<file path="src/common/csr_cfg.svh">
// Configuration values of the machine-mode CSR unit
// Included by the package and by every RTL file that needs a constant

`ifndef CSR_CFG_SVH
`define CSR_CFG_SVH

////////////////////
// Data path widths
////////////////////

// Data word of the RV32 core
`define CSR_XLEN 32

// Free-running cycle/time counter and instret input
`define CSR_CNT_W 64

////////////////////
// Constant CSRs
////////////////////

// mhartid, single hart
`define CSR_HART_ID 32'h0000_0000

// MXL=1 (32 bits) in [31:30], I extension in bit 8
`define CSR_MISA_VALUE 32'h4000_0100

////////////////////
// Reset and legal values
////////////////////

// Value loaded in every writable CSR on reset
`define CSR_RESET_WORD 32'h0000_0000

// Writable mstatus fields: MPP [12:11], MPIE [7], MIE [3]
`define CSR_MSTATUS_MASK 32'h0000_1888

// Interrupt enable and pending bit positions
`define CSR_MSTATUS_MIE_BIT 3
`define CSR_MEIP_BIT 11
`define CSR_MTIP_BIT 7
`define CSR_MSIP_BIT 3

// Flops per interrupt pin synchronizer, two or more
`define CSR_SYNC_DEPTH 2

`endif

</file>
<file path="src/common/csr_pkg.sv">
// Types shared by the CSR unit blocks and its testbench
// Operation codes, supported addresses and data word types

`default_nettype none

`include "csr_cfg.svh"

package csr_pkg;

    // One CSR or register file word
    typedef logic [`CSR_XLEN-1:0] csr_word_t;

    // Integer register index, same width as zimm
    typedef logic [4:0] reg_idx_t;

    // Raw 12-bit CSR address from the instruction
    typedef logic [11:0] csr_addr_t;

    // Zicsr funct3 encodings
    typedef enum logic [2:0] {
        CSRRW  = 3'd1,
        CSRRS  = 3'd2,
        CSRRC  = 3'd3,
        CSRRWI = 3'd5,
        CSRRSI = 3'd6,
        CSRRCI = 3'd7
    } csr_op_e;

    // Supported CSR addresses
    typedef enum logic [11:0] {
        // Trap setup
        CSR_MSTATUS  = 12'h300,
        CSR_MISA     = 12'h301,
        CSR_MIE      = 12'h304,
        CSR_MTVEC    = 12'h305,
        // Trap handling
        CSR_MSCRATCH = 12'h340,
        CSR_MEPC     = 12'h341,
        CSR_MCAUSE   = 12'h342,
        CSR_MTVAL    = 12'h343,
        CSR_MIP      = 12'h344,
        // Counters, low then high halves
        CSR_CYCLE    = 12'hC00,
        CSR_TIME     = 12'hC01,
        CSR_INSTRET  = 12'hC02,
        CSR_CYCLEH   = 12'hC80,
        CSR_TIMEH    = 12'hC81,
        CSR_INSTRETH = 12'hC82,
        // Machine information
        CSR_MHARTID  = 12'hF14
    } csr_addr_e;

endpackage

`default_nettype wire

</file>
<file path="src/design/access/csr_access_ctrl.sv">
// Decodes a Zicsr instruction, builds the CSR write and the new value,
// and registers the old value toward the register file

`timescale 1ns/1ps
`default_nettype none

`include "csr_cfg.svh"

module csr_access_ctrl
    import csr_pkg::*;
(
    input  wire         aclk,
    input  wire         aresetn,
    input  wire         valid,
    input  wire  [31:0] instbus,
    input  csr_word_t   rs1_val,
    input  csr_word_t   old_val,
    output reg_idx_t    rs1_addr,
    output csr_addr_t   csr_addr,
    output logic        csr_wr_en,
    output csr_word_t   csr_wdata,
    output logic        rd_wr_en,
    output reg_idx_t    rd_wr_addr,
    output csr_word_t   rd_wr_val
);

    // Instruction fields
    logic [2:0] funct3;
    reg_idx_t   rs1_idx;
    reg_idx_t   rd_idx;
    csr_op_e    op;

    // Operand selection
    logic       imm_form;
    logic       src_nonzero;
    csr_word_t  zimm_ext;
    csr_word_t  mask;

    ////////////////////
    // Field split
    ////////////////////

    assign funct3   = instbus[14:12];
    assign rs1_idx  = instbus[19:15];
    assign rd_idx   = instbus[11:7];
    assign csr_addr = instbus[31:20];
    assign op       = csr_op_e'(funct3);

    // rs1 query to the register file, answered in the same cycle
    assign rs1_addr = rs1_idx;

    // zimm sits in the rs1 field
    assign zimm_ext    = {{(`CSR_XLEN-5){1'b0}}, rs1_idx};
    assign imm_form    = funct3[2];
    assign src_nonzero = (rs1_idx != 5'd0);
    assign mask        = imm_form ? zimm_ext : rs1_val;

    ////////////////////
    // New value
    ////////////////////

    always_comb begin
        csr_wr_en = 1'b0;
        csr_wdata = old_val;
        case (op)
            // Plain write, even with x0 or zero immediate
            CSRRW, CSRRWI: begin
                csr_wr_en = valid;
                csr_wdata = mask;
            end
            // Set bits, no write for a zero source
            CSRRS, CSRRSI: begin
                csr_wr_en = valid && src_nonzero;
                csr_wdata = old_val | mask;
            end
            // Clear the bits set in the mask
            CSRRC, CSRRCI: begin
                csr_wr_en = valid && src_nonzero;
                csr_wdata = old_val & ~mask;
            end
            // Reserved funct3, read only
            default: begin
                csr_wr_en = 1'b0;
                csr_wdata = old_val;
            end
        endcase
    end

    ////////////////////
    // Write-back stage
    ////////////////////

    // One write-back per accepted instruction, rd=0 included
    always_ff @(posedge aclk or negedge aresetn) begin
        if (!aresetn) begin
            rd_wr_en <= 1'b0;
        end else begin
            rd_wr_en <= valid;
        end
    end

    // Old value captured before the CSR update lands
    always_ff @(posedge aclk) begin
        if (valid) begin
            rd_wr_addr <= rd_idx;
            rd_wr_val  <= old_val;
        end
    end

endmodule

`default_nettype wire

</file>
<file path="src/design/access/csr_read_select.sv">
// Read side of the CSR file, holds the cycle/time counter and the
// constant CSRs, and returns the old value for the decoded address

`timescale 1ns/1ps
`default_nettype none

`include "csr_cfg.svh"

module csr_read_select
    import csr_pkg::*;
(
    input  wire                     aclk,
    input  wire                     aresetn,
    input  csr_addr_t               csr_addr,
    input  wire  [`CSR_CNT_W-1:0]   instret,
    input  csr_word_t               mstatus,
    input  csr_word_t               mie,
    input  csr_word_t               mtvec,
    input  csr_word_t               mscratch,
    input  csr_word_t               mepc,
    input  csr_word_t               mcause,
    input  csr_word_t               mtval,
    input  csr_word_t               mip,
    output csr_word_t               old_val
);

    // Edges since reset release, shared by cycle and time
    logic [`CSR_CNT_W-1:0] cnt_q;

    always_ff @(posedge aclk or negedge aresetn) begin
        if (!aresetn) begin
            cnt_q <= '0;
        end else begin
            cnt_q <= cnt_q + 1'b1;
        end
    end

    ////////////////////
    // Read mux
    ////////////////////

    always_comb begin
        case (csr_addr)
            CSR_MSTATUS:           old_val = mstatus;
            CSR_MISA:              old_val = `CSR_MISA_VALUE;
            CSR_MIE:               old_val = mie;
            CSR_MTVEC:             old_val = mtvec;
            CSR_MSCRATCH:          old_val = mscratch;
            CSR_MEPC:              old_val = mepc;
            CSR_MCAUSE:            old_val = mcause;
            CSR_MTVAL:             old_val = mtval;
            CSR_MIP:               old_val = mip;
            // Low halves
            CSR_CYCLE, CSR_TIME:   old_val = cnt_q[`CSR_XLEN-1:0];
            CSR_INSTRET:           old_val = instret[`CSR_XLEN-1:0];
            // High halves
            CSR_CYCLEH, CSR_TIMEH: old_val = cnt_q[`CSR_CNT_W-1:`CSR_XLEN];
            CSR_INSTRETH:          old_val = instret[`CSR_CNT_W-1:`CSR_XLEN];
            CSR_MHARTID:           old_val = `CSR_HART_ID;
            // Unimplemented space reads as zero
            default:               old_val = '0;
        endcase
    end

endmodule

`default_nettype wire

</file>
<file path="src/design/regs/csr_machine_regs.sv">
// Writable trap-setup and trap-handling CSRs of machine mode
// Trap-entry writes from the control unit win over CSR instructions

`timescale 1ns/1ps
`default_nettype none

`include "csr_cfg.svh"

module csr_machine_regs
    import csr_pkg::*;
(
    input  wire         aclk,
    input  wire         aresetn,
    // Instruction write port
    input  wire         csr_wr_en,
    input  csr_addr_t   csr_addr,
    input  csr_word_t   csr_wdata,
    // Trap-entry writes
    input  wire         ctrl_mstatus_wr,
    input  csr_word_t   ctrl_mstatus,
    input  wire         ctrl_mepc_wr,
    input  csr_word_t   ctrl_mepc,
    input  wire         ctrl_mcause_wr,
    input  csr_word_t   ctrl_mcause,
    input  wire         ctrl_mtval_wr,
    input  csr_word_t   ctrl_mtval,
    // Current values
    output csr_word_t   mstatus,
    output csr_word_t   mie,
    output csr_word_t   mtvec,
    output csr_word_t   mscratch,
    output csr_word_t   mepc,
    output csr_word_t   mcause,
    output csr_word_t   mtval
);

    // Per-register instruction write hits
    logic wr_mstatus;
    logic wr_mie;
    logic wr_mtvec;
    logic wr_mscratch;
    logic wr_mepc;
    logic wr_mcause;
    logic wr_mtval;

    assign wr_mstatus  = csr_wr_en && (csr_addr == CSR_MSTATUS);
    assign wr_mie      = csr_wr_en && (csr_addr == CSR_MIE);
    assign wr_mtvec    = csr_wr_en && (csr_addr == CSR_MTVEC);
    assign wr_mscratch = csr_wr_en && (csr_addr == CSR_MSCRATCH);
    assign wr_mepc     = csr_wr_en && (csr_addr == CSR_MEPC);
    assign wr_mcause   = csr_wr_en && (csr_addr == CSR_MCAUSE);
    assign wr_mtval    = csr_wr_en && (csr_addr == CSR_MTVAL);

    ////////////////////
    // Trap setup
    ////////////////////

    always_ff @(posedge aclk or negedge aresetn) begin
        if (!aresetn) begin
            mstatus  <= `CSR_RESET_WORD;
            mie      <= `CSR_RESET_WORD;
            mtvec    <= `CSR_RESET_WORD;
        end else begin
            // Only MPP, MPIE and MIE hold a value, WPRI fields read zero
            if (ctrl_mstatus_wr) begin
                mstatus <= ctrl_mstatus & `CSR_MSTATUS_MASK;
            end else if (wr_mstatus) begin
                mstatus <= csr_wdata & `CSR_MSTATUS_MASK;
            end
            if (wr_mie) begin
                mie <= csr_wdata;
            end
            // Base and mode kept as written
            if (wr_mtvec) begin
                mtvec <= csr_wdata;
            end
        end
    end

    ////////////////////
    // Trap handling
    ////////////////////

    always_ff @(posedge aclk or negedge aresetn) begin
        if (!aresetn) begin
            mscratch <= `CSR_RESET_WORD;
            mepc     <= `CSR_RESET_WORD;
            mcause   <= `CSR_RESET_WORD;
            mtval    <= `CSR_RESET_WORD;
        end else begin
            if (wr_mscratch) begin
                mscratch <= csr_wdata;
            end
            // IALIGN=32, low two bits tied to zero
            if (ctrl_mepc_wr) begin
                mepc <= {ctrl_mepc[`CSR_XLEN-1:2], 2'b00};
            end else if (wr_mepc) begin
                mepc <= {csr_wdata[`CSR_XLEN-1:2], 2'b00};
            end
            if (ctrl_mcause_wr) begin
                mcause <= ctrl_mcause;
            end else if (wr_mcause) begin
                mcause <= csr_wdata;
            end
            if (ctrl_mtval_wr) begin
                mtval <= ctrl_mtval;
            end else if (wr_mtval) begin
                mtval <= csr_wdata;
            end
        end
    end

endmodule

`default_nettype wire

</file>
<file path="src/design/regs/csr_irq.sv">
// Interrupt pin synchronizers and the mip register
// A pin reaches its pending bit after the sync depth plus one edge

`timescale 1ns/1ps
`default_nettype none

`include "csr_cfg.svh"

module csr_irq
    import csr_pkg::*;
(
    input  wire         aclk,
    input  wire         aresetn,
    // Asynchronous pins
    input  wire         ext_irq,
    input  wire         sw_irq,
    input  wire         timer_irq,
    // Global and individual enables
    input  wire         mstatus_mie,
    input  csr_word_t   mie,
    // Instruction write port
    input  wire         csr_wr_en,
    input  csr_addr_t   csr_addr,
    input  csr_word_t   csr_wdata,
    output csr_word_t   mip
);

    // Pin order in the synchronizer vector
    localparam int IRQ_SW    = 0;
    localparam int IRQ_TIMER = 1;
    localparam int IRQ_EXT   = 2;

    logic [2:0] irq_pins;
    logic [2:0] irq_sync;

    assign irq_pins = {ext_irq, timer_irq, sw_irq};

    ////////////////////
    // Synchronizers
    ////////////////////

    for (genvar i = 0; i < 3; i++) begin : g_sync
        logic [`CSR_SYNC_DEPTH-1:0] sync_q;

        always_ff @(posedge aclk or negedge aresetn) begin
            if (!aresetn) begin
                sync_q <= '0;
            end else begin
                sync_q <= {sync_q[`CSR_SYNC_DEPTH-2:0], irq_pins[i]};
            end
        end

        // Last stage feeds the pending logic
        assign irq_sync[i] = sync_q[`CSR_SYNC_DEPTH-1];
    end

    ////////////////////
    // Pending register
    ////////////////////

    always_ff @(posedge aclk or negedge aresetn) begin
        if (!aresetn) begin
            mip <= `CSR_RESET_WORD;
        end else if (|irq_sync) begin
            // Pins own the pending bits, other mip bits unchanged
            mip[`CSR_MEIP_BIT] <= mstatus_mie & mie[`CSR_MEIP_BIT] & irq_sync[IRQ_EXT];
            mip[`CSR_MTIP_BIT] <= mstatus_mie & mie[`CSR_MTIP_BIT] & irq_sync[IRQ_TIMER];
            mip[`CSR_MSIP_BIT] <= mstatus_mie & mie[`CSR_MSIP_BIT] & irq_sync[IRQ_SW];
        end else if (csr_wr_en && (csr_addr == CSR_MIP)) begin
            // Software write when no pin is active
            mip <= csr_wdata;
        end
    end

endmodule

`default_nettype wire

</file>
<file path="src/design/csr_unit.sv">
// Machine-mode CSR unit of the RV32I core, one CSR instruction per cycle
// Old value goes back to the register file one cycle after valid

`timescale 1ns/1ps
`default_nettype none

`include "csr_cfg.svh"

module csr_unit
    import csr_pkg::*;
(
    input  wire                     aclk,
    input  wire                     aresetn,
    // Instruction in, no back-pressure
    input  wire                     valid,
    input  wire  [31:0]             instbus,
    // Register file read and write-back
    output reg_idx_t                rs1_addr,
    input  csr_word_t               rs1_val,
    output logic                    rd_wr_en,
    output reg_idx_t                rd_wr_addr,
    output csr_word_t               rd_wr_val,
    // Trap-entry writes from the control unit
    input  wire                     ctrl_mstatus_wr,
    input  csr_word_t               ctrl_mstatus,
    input  wire                     ctrl_mepc_wr,
    input  csr_word_t               ctrl_mepc,
    input  wire                     ctrl_mcause_wr,
    input  csr_word_t               ctrl_mcause,
    input  wire                     ctrl_mtval_wr,
    input  csr_word_t               ctrl_mtval,
    input  wire  [`CSR_CNT_W-1:0]   instret,
    // Asynchronous interrupt pins
    input  wire                     ext_irq,
    input  wire                     sw_irq,
    input  wire                     timer_irq,
    // Exported state
    output csr_word_t               mtvec,
    output csr_word_t               mepc,
    output csr_word_t               mstatus,
    output logic                    meip,
    output logic                    mtip,
    output logic                    msip
);

    // Write path shared by all storage blocks
    logic       csr_wr_en;
    csr_addr_t  csr_addr;
    csr_word_t  csr_wdata;
    csr_word_t  old_val;

    // Registers only read back through the selector
    csr_word_t  mie;
    csr_word_t  mscratch;
    csr_word_t  mcause;
    csr_word_t  mtval;
    csr_word_t  mip;

    csr_access_ctrl i_access_ctrl (
        .aclk       (aclk),
        .aresetn    (aresetn),
        .valid      (valid),
        .instbus    (instbus),
        .rs1_val    (rs1_val),
        .old_val    (old_val),
        .rs1_addr   (rs1_addr),
        .csr_addr   (csr_addr),
        .csr_wr_en  (csr_wr_en),
        .csr_wdata  (csr_wdata),
        .rd_wr_en   (rd_wr_en),
        .rd_wr_addr (rd_wr_addr),
        .rd_wr_val  (rd_wr_val)
    );

    csr_read_select i_read_select (
        .aclk     (aclk),
        .aresetn  (aresetn),
        .csr_addr (csr_addr),
        .instret  (instret),
        .mstatus  (mstatus),
        .mie      (mie),
        .mtvec    (mtvec),
        .mscratch (mscratch),
        .mepc     (mepc),
        .mcause   (mcause),
        .mtval    (mtval),
        .mip      (mip),
        .old_val  (old_val)
    );

    csr_machine_regs i_machine_regs (
        .aclk            (aclk),
        .aresetn         (aresetn),
        .csr_wr_en       (csr_wr_en),
        .csr_addr        (csr_addr),
        .csr_wdata       (csr_wdata),
        .ctrl_mstatus_wr (ctrl_mstatus_wr),
        .ctrl_mstatus    (ctrl_mstatus),
        .ctrl_mepc_wr    (ctrl_mepc_wr),
        .ctrl_mepc       (ctrl_mepc),
        .ctrl_mcause_wr  (ctrl_mcause_wr),
        .ctrl_mcause     (ctrl_mcause),
        .ctrl_mtval_wr   (ctrl_mtval_wr),
        .ctrl_mtval      (ctrl_mtval),
        .mstatus         (mstatus),
        .mie             (mie),
        .mtvec           (mtvec),
        .mscratch        (mscratch),
        .mepc            (mepc),
        .mcause          (mcause),
        .mtval           (mtval)
    );

    csr_irq i_irq (
        .aclk        (aclk),
        .aresetn     (aresetn),
        .ext_irq     (ext_irq),
        .sw_irq      (sw_irq),
        .timer_irq   (timer_irq),
        .mstatus_mie (mstatus[`CSR_MSTATUS_MIE_BIT]),
        .mie         (mie),
        .csr_wr_en   (csr_wr_en),
        .csr_addr    (csr_addr),
        .csr_wdata   (csr_wdata),
        .mip         (mip)
    );

    // Pending flags for the core's interrupt logic
    assign meip = mip[`CSR_MEIP_BIT];
    assign mtip = mip[`CSR_MTIP_BIT];
    assign msip = mip[`CSR_MSIP_BIT];

endmodule

`default_nettype wire

</file>
<file path="config.mk">
export PLATFORM = sky130hd
export DESIGN_NAME = csr_unit
export DESIGN_NICKNAME = d
export VERILOG_FILES = /design/src/common/csr_pkg.sv /design/src/design/access/csr_access_ctrl.sv /design/src/design/access/csr_read_select.sv /design/src/design/regs/csr_machine_regs.sv /design/src/design/regs/csr_irq.sv /design/src/design/csr_unit.sv
export VERILOG_INCLUDE_DIRS = /design/src /design/src/common
export SDC_FILE = /design/constraint.sdc
export NUM_CORES = 1
export LEC_CHECK = 0
export BUFFER_PORTS_ARGS = -buffer_cell sky130_fd_sc_hd__buf_2
export CAP_MARGIN = 20
export CORE_ASPECT_RATIO = 0.6
export CORE_MARGIN = 2
export CORE_UTILIZATION = 27
export CTS_CLUSTER_SIZE = 28
export DETAILED_ROUTE_END_ITERATION = 7
export PLACE_DENSITY = 0.57
export SLEW_MARGIN = 20
export SYNTH_ARGS = -nofsm -noshare
export SYNTH_HDL_FRONTEND = slang
export SYNTH_SLANG_ARGS = --single-unit
</file>
<file path="constraint.sdc">
create_clock -name aclk -period 4.28 [get_ports aclk]
set_input_delay 0.642 -clock aclk [delete_from_list [all_inputs] [get_ports aclk]]
set_output_delay 0.642 -clock aclk [all_outputs]
set_load 0.05 [all_outputs]
</file>
# == Yosys cells after proc, flatten, opt, wreduce, memory -nomap -nowiden ==
# Cells that the tools add are included.
# op_classes
n_addsub,1
eq_ne,21
mux,16
n_bitwise,10
n_reduce_logical,23
# op_table
op,n
case mux 32 bit (13 select lines),1
two-way mux 32 bit,9
== test 12 x 10 -> 1 bit (second input constant),9
case mux 32 bit (3 select lines),1
== test 12 bit (second input constant),6
adder 64 x 1 -> 64 bit (second input constant),1
bitwise AND 32 bit,1
NOT 32 bit,1
bitwise OR 32 bit,1
two-way mux 12 bit,1
nonzero test 2 bit,5
OR reduction 2 bit,5
== test 3 bit (second input constant),3
logical AND 1 bit,9
bitwise AND 1 bit,6
== test 3 x 2 -> 1 bit (second input constant),2
nonzero test 5 bit,1
OR reduction 4 bit,1
== test 3 x 1 -> 1 bit (second input constant),1
two-way mux 1 bit,3
OR reduction 3 bit,1
case mux 1 bit (2 select lines),1
AND reduction 2 bit,1
NOT 1 bit,1
# totals
regBits,364
out_inout_bits,142

# == Logic depth before layout (Yosys ltp) ==
# depth
depth_word,7
depth_mapped,11

# == Modules after synthesis ==
# Synthesis repeated with hierarchy kept, for this count alone.
# unflattened
cells_unflattened,1917
area_unflattened_um2,19657.6
# by_module_without_submodules
module,instances,cells_per_inst,area_each_um2
csr_machine_regs,1,890,9983.3
csr_read_select,1,736,6135.9
csr_access_ctrl,1,201,2089.5
csr_irq,1,90,1448.9

# == Worst setup path before layout ==
# No wires, ideal clock.
# synth_timing
path_type,input -> register
start,input instbus[27]
end,register i_machine_regs.mtval[19]
setup_time_ps,126
arrival_ps,2525
required_ps,4154
setup_slack_ps,1629
cell_stages,9
path_cell_list,buf_2 -> buf_4 -> buf_2 -> buf_2 -> mux2i_1 -> o22ai_1 -> a211oi_1 -> o22ai_1 -> a221o_1
# synth_between
elab_chain_len,7
word_cells_on_any_way,25
# synth_lines
item,line,rtl
from (decl),csr_unit.sv:16,"input wire [31:0] instbus,"
== test 12 bit,csr_read_select.sv:43,case (csr_addr)
OR reduction 2 bit,csr_read_select.sv:43,
case mux 32 bit (13 select lines),csr_read_select.sv:43,
bitwise AND 32 bit or bitwise OR 32 bit (tied branches),"csr_access_ctrl.sv:79, csr_access_ctrl.sv:74",
case mux 32 bit (3 select lines),csr_access_ctrl.sv:65,case (op)
two-way mux 32 bit,csr_machine_regs.sv:107,end else if (wr_mtval) begin
two-way mux 32 bit,csr_machine_regs.sv:105,if (ctrl_mtval_wr) begin
to (signal assigned),csr_machine_regs.sv:89,mtval <= `CSR_RESET_WORD;
to (signal assigned),csr_machine_regs.sv:106,mtval <= ctrl_mtval;
to (signal assigned),csr_machine_regs.sv:108,mtval <= csr_wdata;
to (decl),csr_machine_regs.sv:34,output csr_word_t mtval
# Several ways; a longest one is shown, not always the timed one. The select of a mux whose other input is x is not followed.
# A chain may end at the register's enable or synchronous reset.

# == Worst setup path after layout ==
# layout_timing
start,input instbus[20]
end,register i_machine_regs.mtvec[28]
# layout_between
elab_chain_len,5
word_cells_on_any_way,22
# layout_lines
item,line,rtl
== test 12 bit,csr_read_select.sv:43,
OR reduction 2 bit,csr_read_select.sv:43,
case mux 32 bit (13 select lines) *,csr_read_select.sv:43,
net i_access_ctrl.old_val[28],csr_access_ctrl.sv:17,"input csr_word_t old_val,"
bitwise AND 32 bit or bitwise OR 32 bit (tied branches),"csr_access_ctrl.sv:79, csr_access_ctrl.sv:74",
case mux 32 bit (3 select lines) *,csr_access_ctrl.sv:65,
to (signal assigned),csr_machine_regs.sv:62,mtvec <= `CSR_RESET_WORD;
to (signal assigned),csr_machine_regs.sv:75,mtvec <= csr_wdata;
to (decl),csr_machine_regs.sv:30,"output csr_word_t mtvec,"
# Mark *: on every way through the listed nets, which the timed path passes. The rest lies on a longest branch.

==> results.yml <==
status:
  status: "complete, no violations"
sta:
  final-max-slew-violation-count: 0
  hold_violations: 0
  clock.fmax_mhz: 308.7
  setup_ws_ps: 1040
  skew_ps: 17.15
  fin_crit_sh_pct: 75.69
  worst_pin_slew_ps: 1163
  timing.final.crit_period_ps: 3240
  final-setup-viol-count: 0
  slew_headroom_pct: 22.37
  final.setup.tns_ps: 0
  rsz0062_at_grt: "no"
  fin_hold_ws_ps: 156.6
placed_design:
  io_buffer_count: 340
  placed_area_mm2: 0.02085
  place_worst_setup_slack_ps: 583.2
  gp_congestion: 0.9492
  dp_cells: 2934
  hpwl_um: 62740
final_layout:
  final_area_mm2: 0.02192
  instances_no_fill: 2997
  area_growth_pct: 21.35
  final_layout_size_suffix_gt1_share_pct: 27.91
  post-route-util_pct: 33.10
  nets: 2338
power_and_ir_drop:
  vdd_drop_max_uv: 223.4
  power_leakage_nw: 9.754
  finalPower_mw: 7.454
  power_density_mw_per_mm2: 340.1
floorplan:
  core_mm2: 0.06622
  fp.dieArea_mm2: 0.06905
  ios: 408
  die_y_um: 204.3
  row_count: 73
  initial_core_util_pct: 27.28
  dieWidth_um: 337.9
clocking:
  clock_latency_ps: 540
  cts_resized: 0
  post_cts_buffers: 0
  clk_pin_slew_worst_paths_ps: 70
  tritoncts.num_buffers: 35
  cts.htree.levels: 2
  cts_num_sinks: 334
  cts-hold-fix-buffers: 0
  clockRootBuffer: "clkbuf_16"
  clk_path_buf_depth: 3
  cts_tree: "yes"
global_route:
  grt-ovfl-total: 0
  grt_pass1_vias: 15860
  grt_antenna_before_repair: 7
  grt_max_degree: 98
  grtUsageTotal_pct: 22.93
  grt_pass1_wl_um: 114200
synth:
  synth_cells: 1747
  ys_ff_latch: 334
  async_reset_ff_share_pct: 88.92
  ys_warn_count: 0
  synthFlopType: "dfrtp_1"
  netlist_area_mm2: 0.01806
  ys_seq_area_share_pct: 47.30
  syn_area_per_cell_um2: 10.34
  synth_cell_types: 91
  synth_edf_count: 37
detailed_routing:
  wirelength_um: 80490
  drt-initial-drc-count: 2227
  dr.pass1.iters: 6
  drc_errors: 0
  wl_per_cell_um: 26.86
  routed-via-count: 16230
  routed_via_density: 5.415
  ant_nets: 0
setup_path:
  r2r_start: "i_read_select.cnt_q[12]"
  path_class: "in -> reg"
  crit_required_ps: 4750
  crit_arrival_ps: 3710
  startpoint_type: "primary input"
  end_kind: "flop"
  reg2reg_slack_ps: 1170
  r2r.worst_path.cells: 7
  crit_slowest_cell: "and3_1"
  regToRegEndpoint: "i_read_select.cnt_q[63]"
  cpPeakStageDelay_ps: 580
  worstPathCellList: "buf_2, nor4bb_1, and3_1, buf_4, o2bb2ai_1, or3_1, a21oi_1, a211oi_4, mux2_2"
  crit_fanout: 27
flow_run:
  max_cap_viol_count: 0
worst_hold_path:
  hp-class: "in -> async"
[report_power, final]
part | switching, mW | internal [mW] | total (mW)
Clock | 1.35 | 1.64 | 2.99
Sequential | 0.0878 | 3.31 | 3.40
Combinational | 0.744 | 0.328 | 1.07
Total | 2.18 | 5.28 | 7.45
[cells by family after synthesis]
family | after synthesis | synth area share, %
flip-flops | 334 | 47.30
other | 1 | 0.02076
AO/OA/AOI/OAI | 459 | 18.29
multiplexers | 124 | 7.641
buffers and inverters | 187 | 5.438
XOR/XNOR | 64 | 3.103
adder cells (fa/ha/maj) | 1 | 0.06926
AND/OR/NAND/NOR | 577 | 18.14
[registers in the layout, indices dropped and copies added (netlist names)]
| signal | flops |
|---|---|
| i_machine_regs.mcause | 32 |
| i_machine_regs.mscratch | 32 |
| i_machine_regs.mtvec | 32 |
| i_access_ctrl.rd_wr_addr | 5 |
| i_irq.mip | 32 |
| i_machine_regs.mtval | 32 |
| i_irq.g_sync.sync_q | 6 |
| i_machine_regs.mepc | 30 |
| i_access_ctrl.rd_wr_en | 1 |
| i_machine_regs.mie | 32 |
| i_read_select.cnt_q | 64 |
| i_access_ctrl.rd_wr_val | 32 |
| i_machine_regs.mstatus | 4 |
[synthesized netlist by cell type (50+ instances only)]
master	instances	share of area, %
a21oi_1	78	2.2
a221o_1	58	3.2
buf_2	50	1.4
buf_4	54	2.2
clkbuf_1	54	1.1
dfrtp_1	297	41
mux2_2	60	3.7
mux2i_1	58	3.2
nand2_1	150	3.1
nand3_1	53	1.5
nor2_1	95	2.0
nor3b_1	84	3.5
o21ai_0	86	2.4
[metal layers]
metal  vias up  share of wire [%]  GRT usage (%)
li1       7108                  -              -
met1      8174                 43          32.08
met2       840                 45          35.59
met3       107                 11          6.252
met4         0                1.7          4.222
met5         -                  0              0
[cells in the final DEF, fill, tap and decap left out, types with 31 or more instances in the layout]
cell type and n:
nor3b_1 84, o21ai_0 86, xnor2_1 44, mux2_2 60, edfxtp_1 37, a221o_1 58, clkbuf_16 37, a31oi_1 32
buf_4 72, a21oi_1 78, buf_2 337, nor2_1 95, nand3_1 53, nor2b_1 31, nand2_1 150, a22oi_1 31
dfrtp_1 297, mux2i_1 58
[critical path, delay by kind of cell]
| kind | cells | cell delay, ps |
|---|---|---|
| buf+inv | 2 | 840 |
| simple gates | 3 | 1270 |
| compound gates | 3 | 690 |
| mux | 1 | 240 |
[area by class of cell]
class	count	area, um2
Antenna cell	1	2.502
Clock buffer	51	1008
Clock inverter	11	56.30
Fill cell	6804	44300
Inverter	27	101.3
Multi-Input combinational cell	1255	8678
Sequential cell	334	8543
Tap cell	900	1126
Timing Repair Buffer	418	2402
[worst max path at each step]
stage / cells past startpoint / slack (ps) / start / to
finish: 9 / 1040 / instbus[20] / i_machine_regs.mtvec[28]
global route: 9 / 970 / instbus[20] / i_machine_regs.mtvec[28]
CTS: 9 / 1140 / instbus[27] / i_machine_regs.mtval[3]
detailed placement: 9 / 580 / instbus[27] / i_machine_regs.mtval[3]
global placement: 9 / 690 / instbus[20] / i_machine_regs.mtval[14]
floorplan: 9 / 1630 / instbus[27] / i_machine_regs.mtval[19]
No activity file was read; power rests on OpenSTA's default activity.
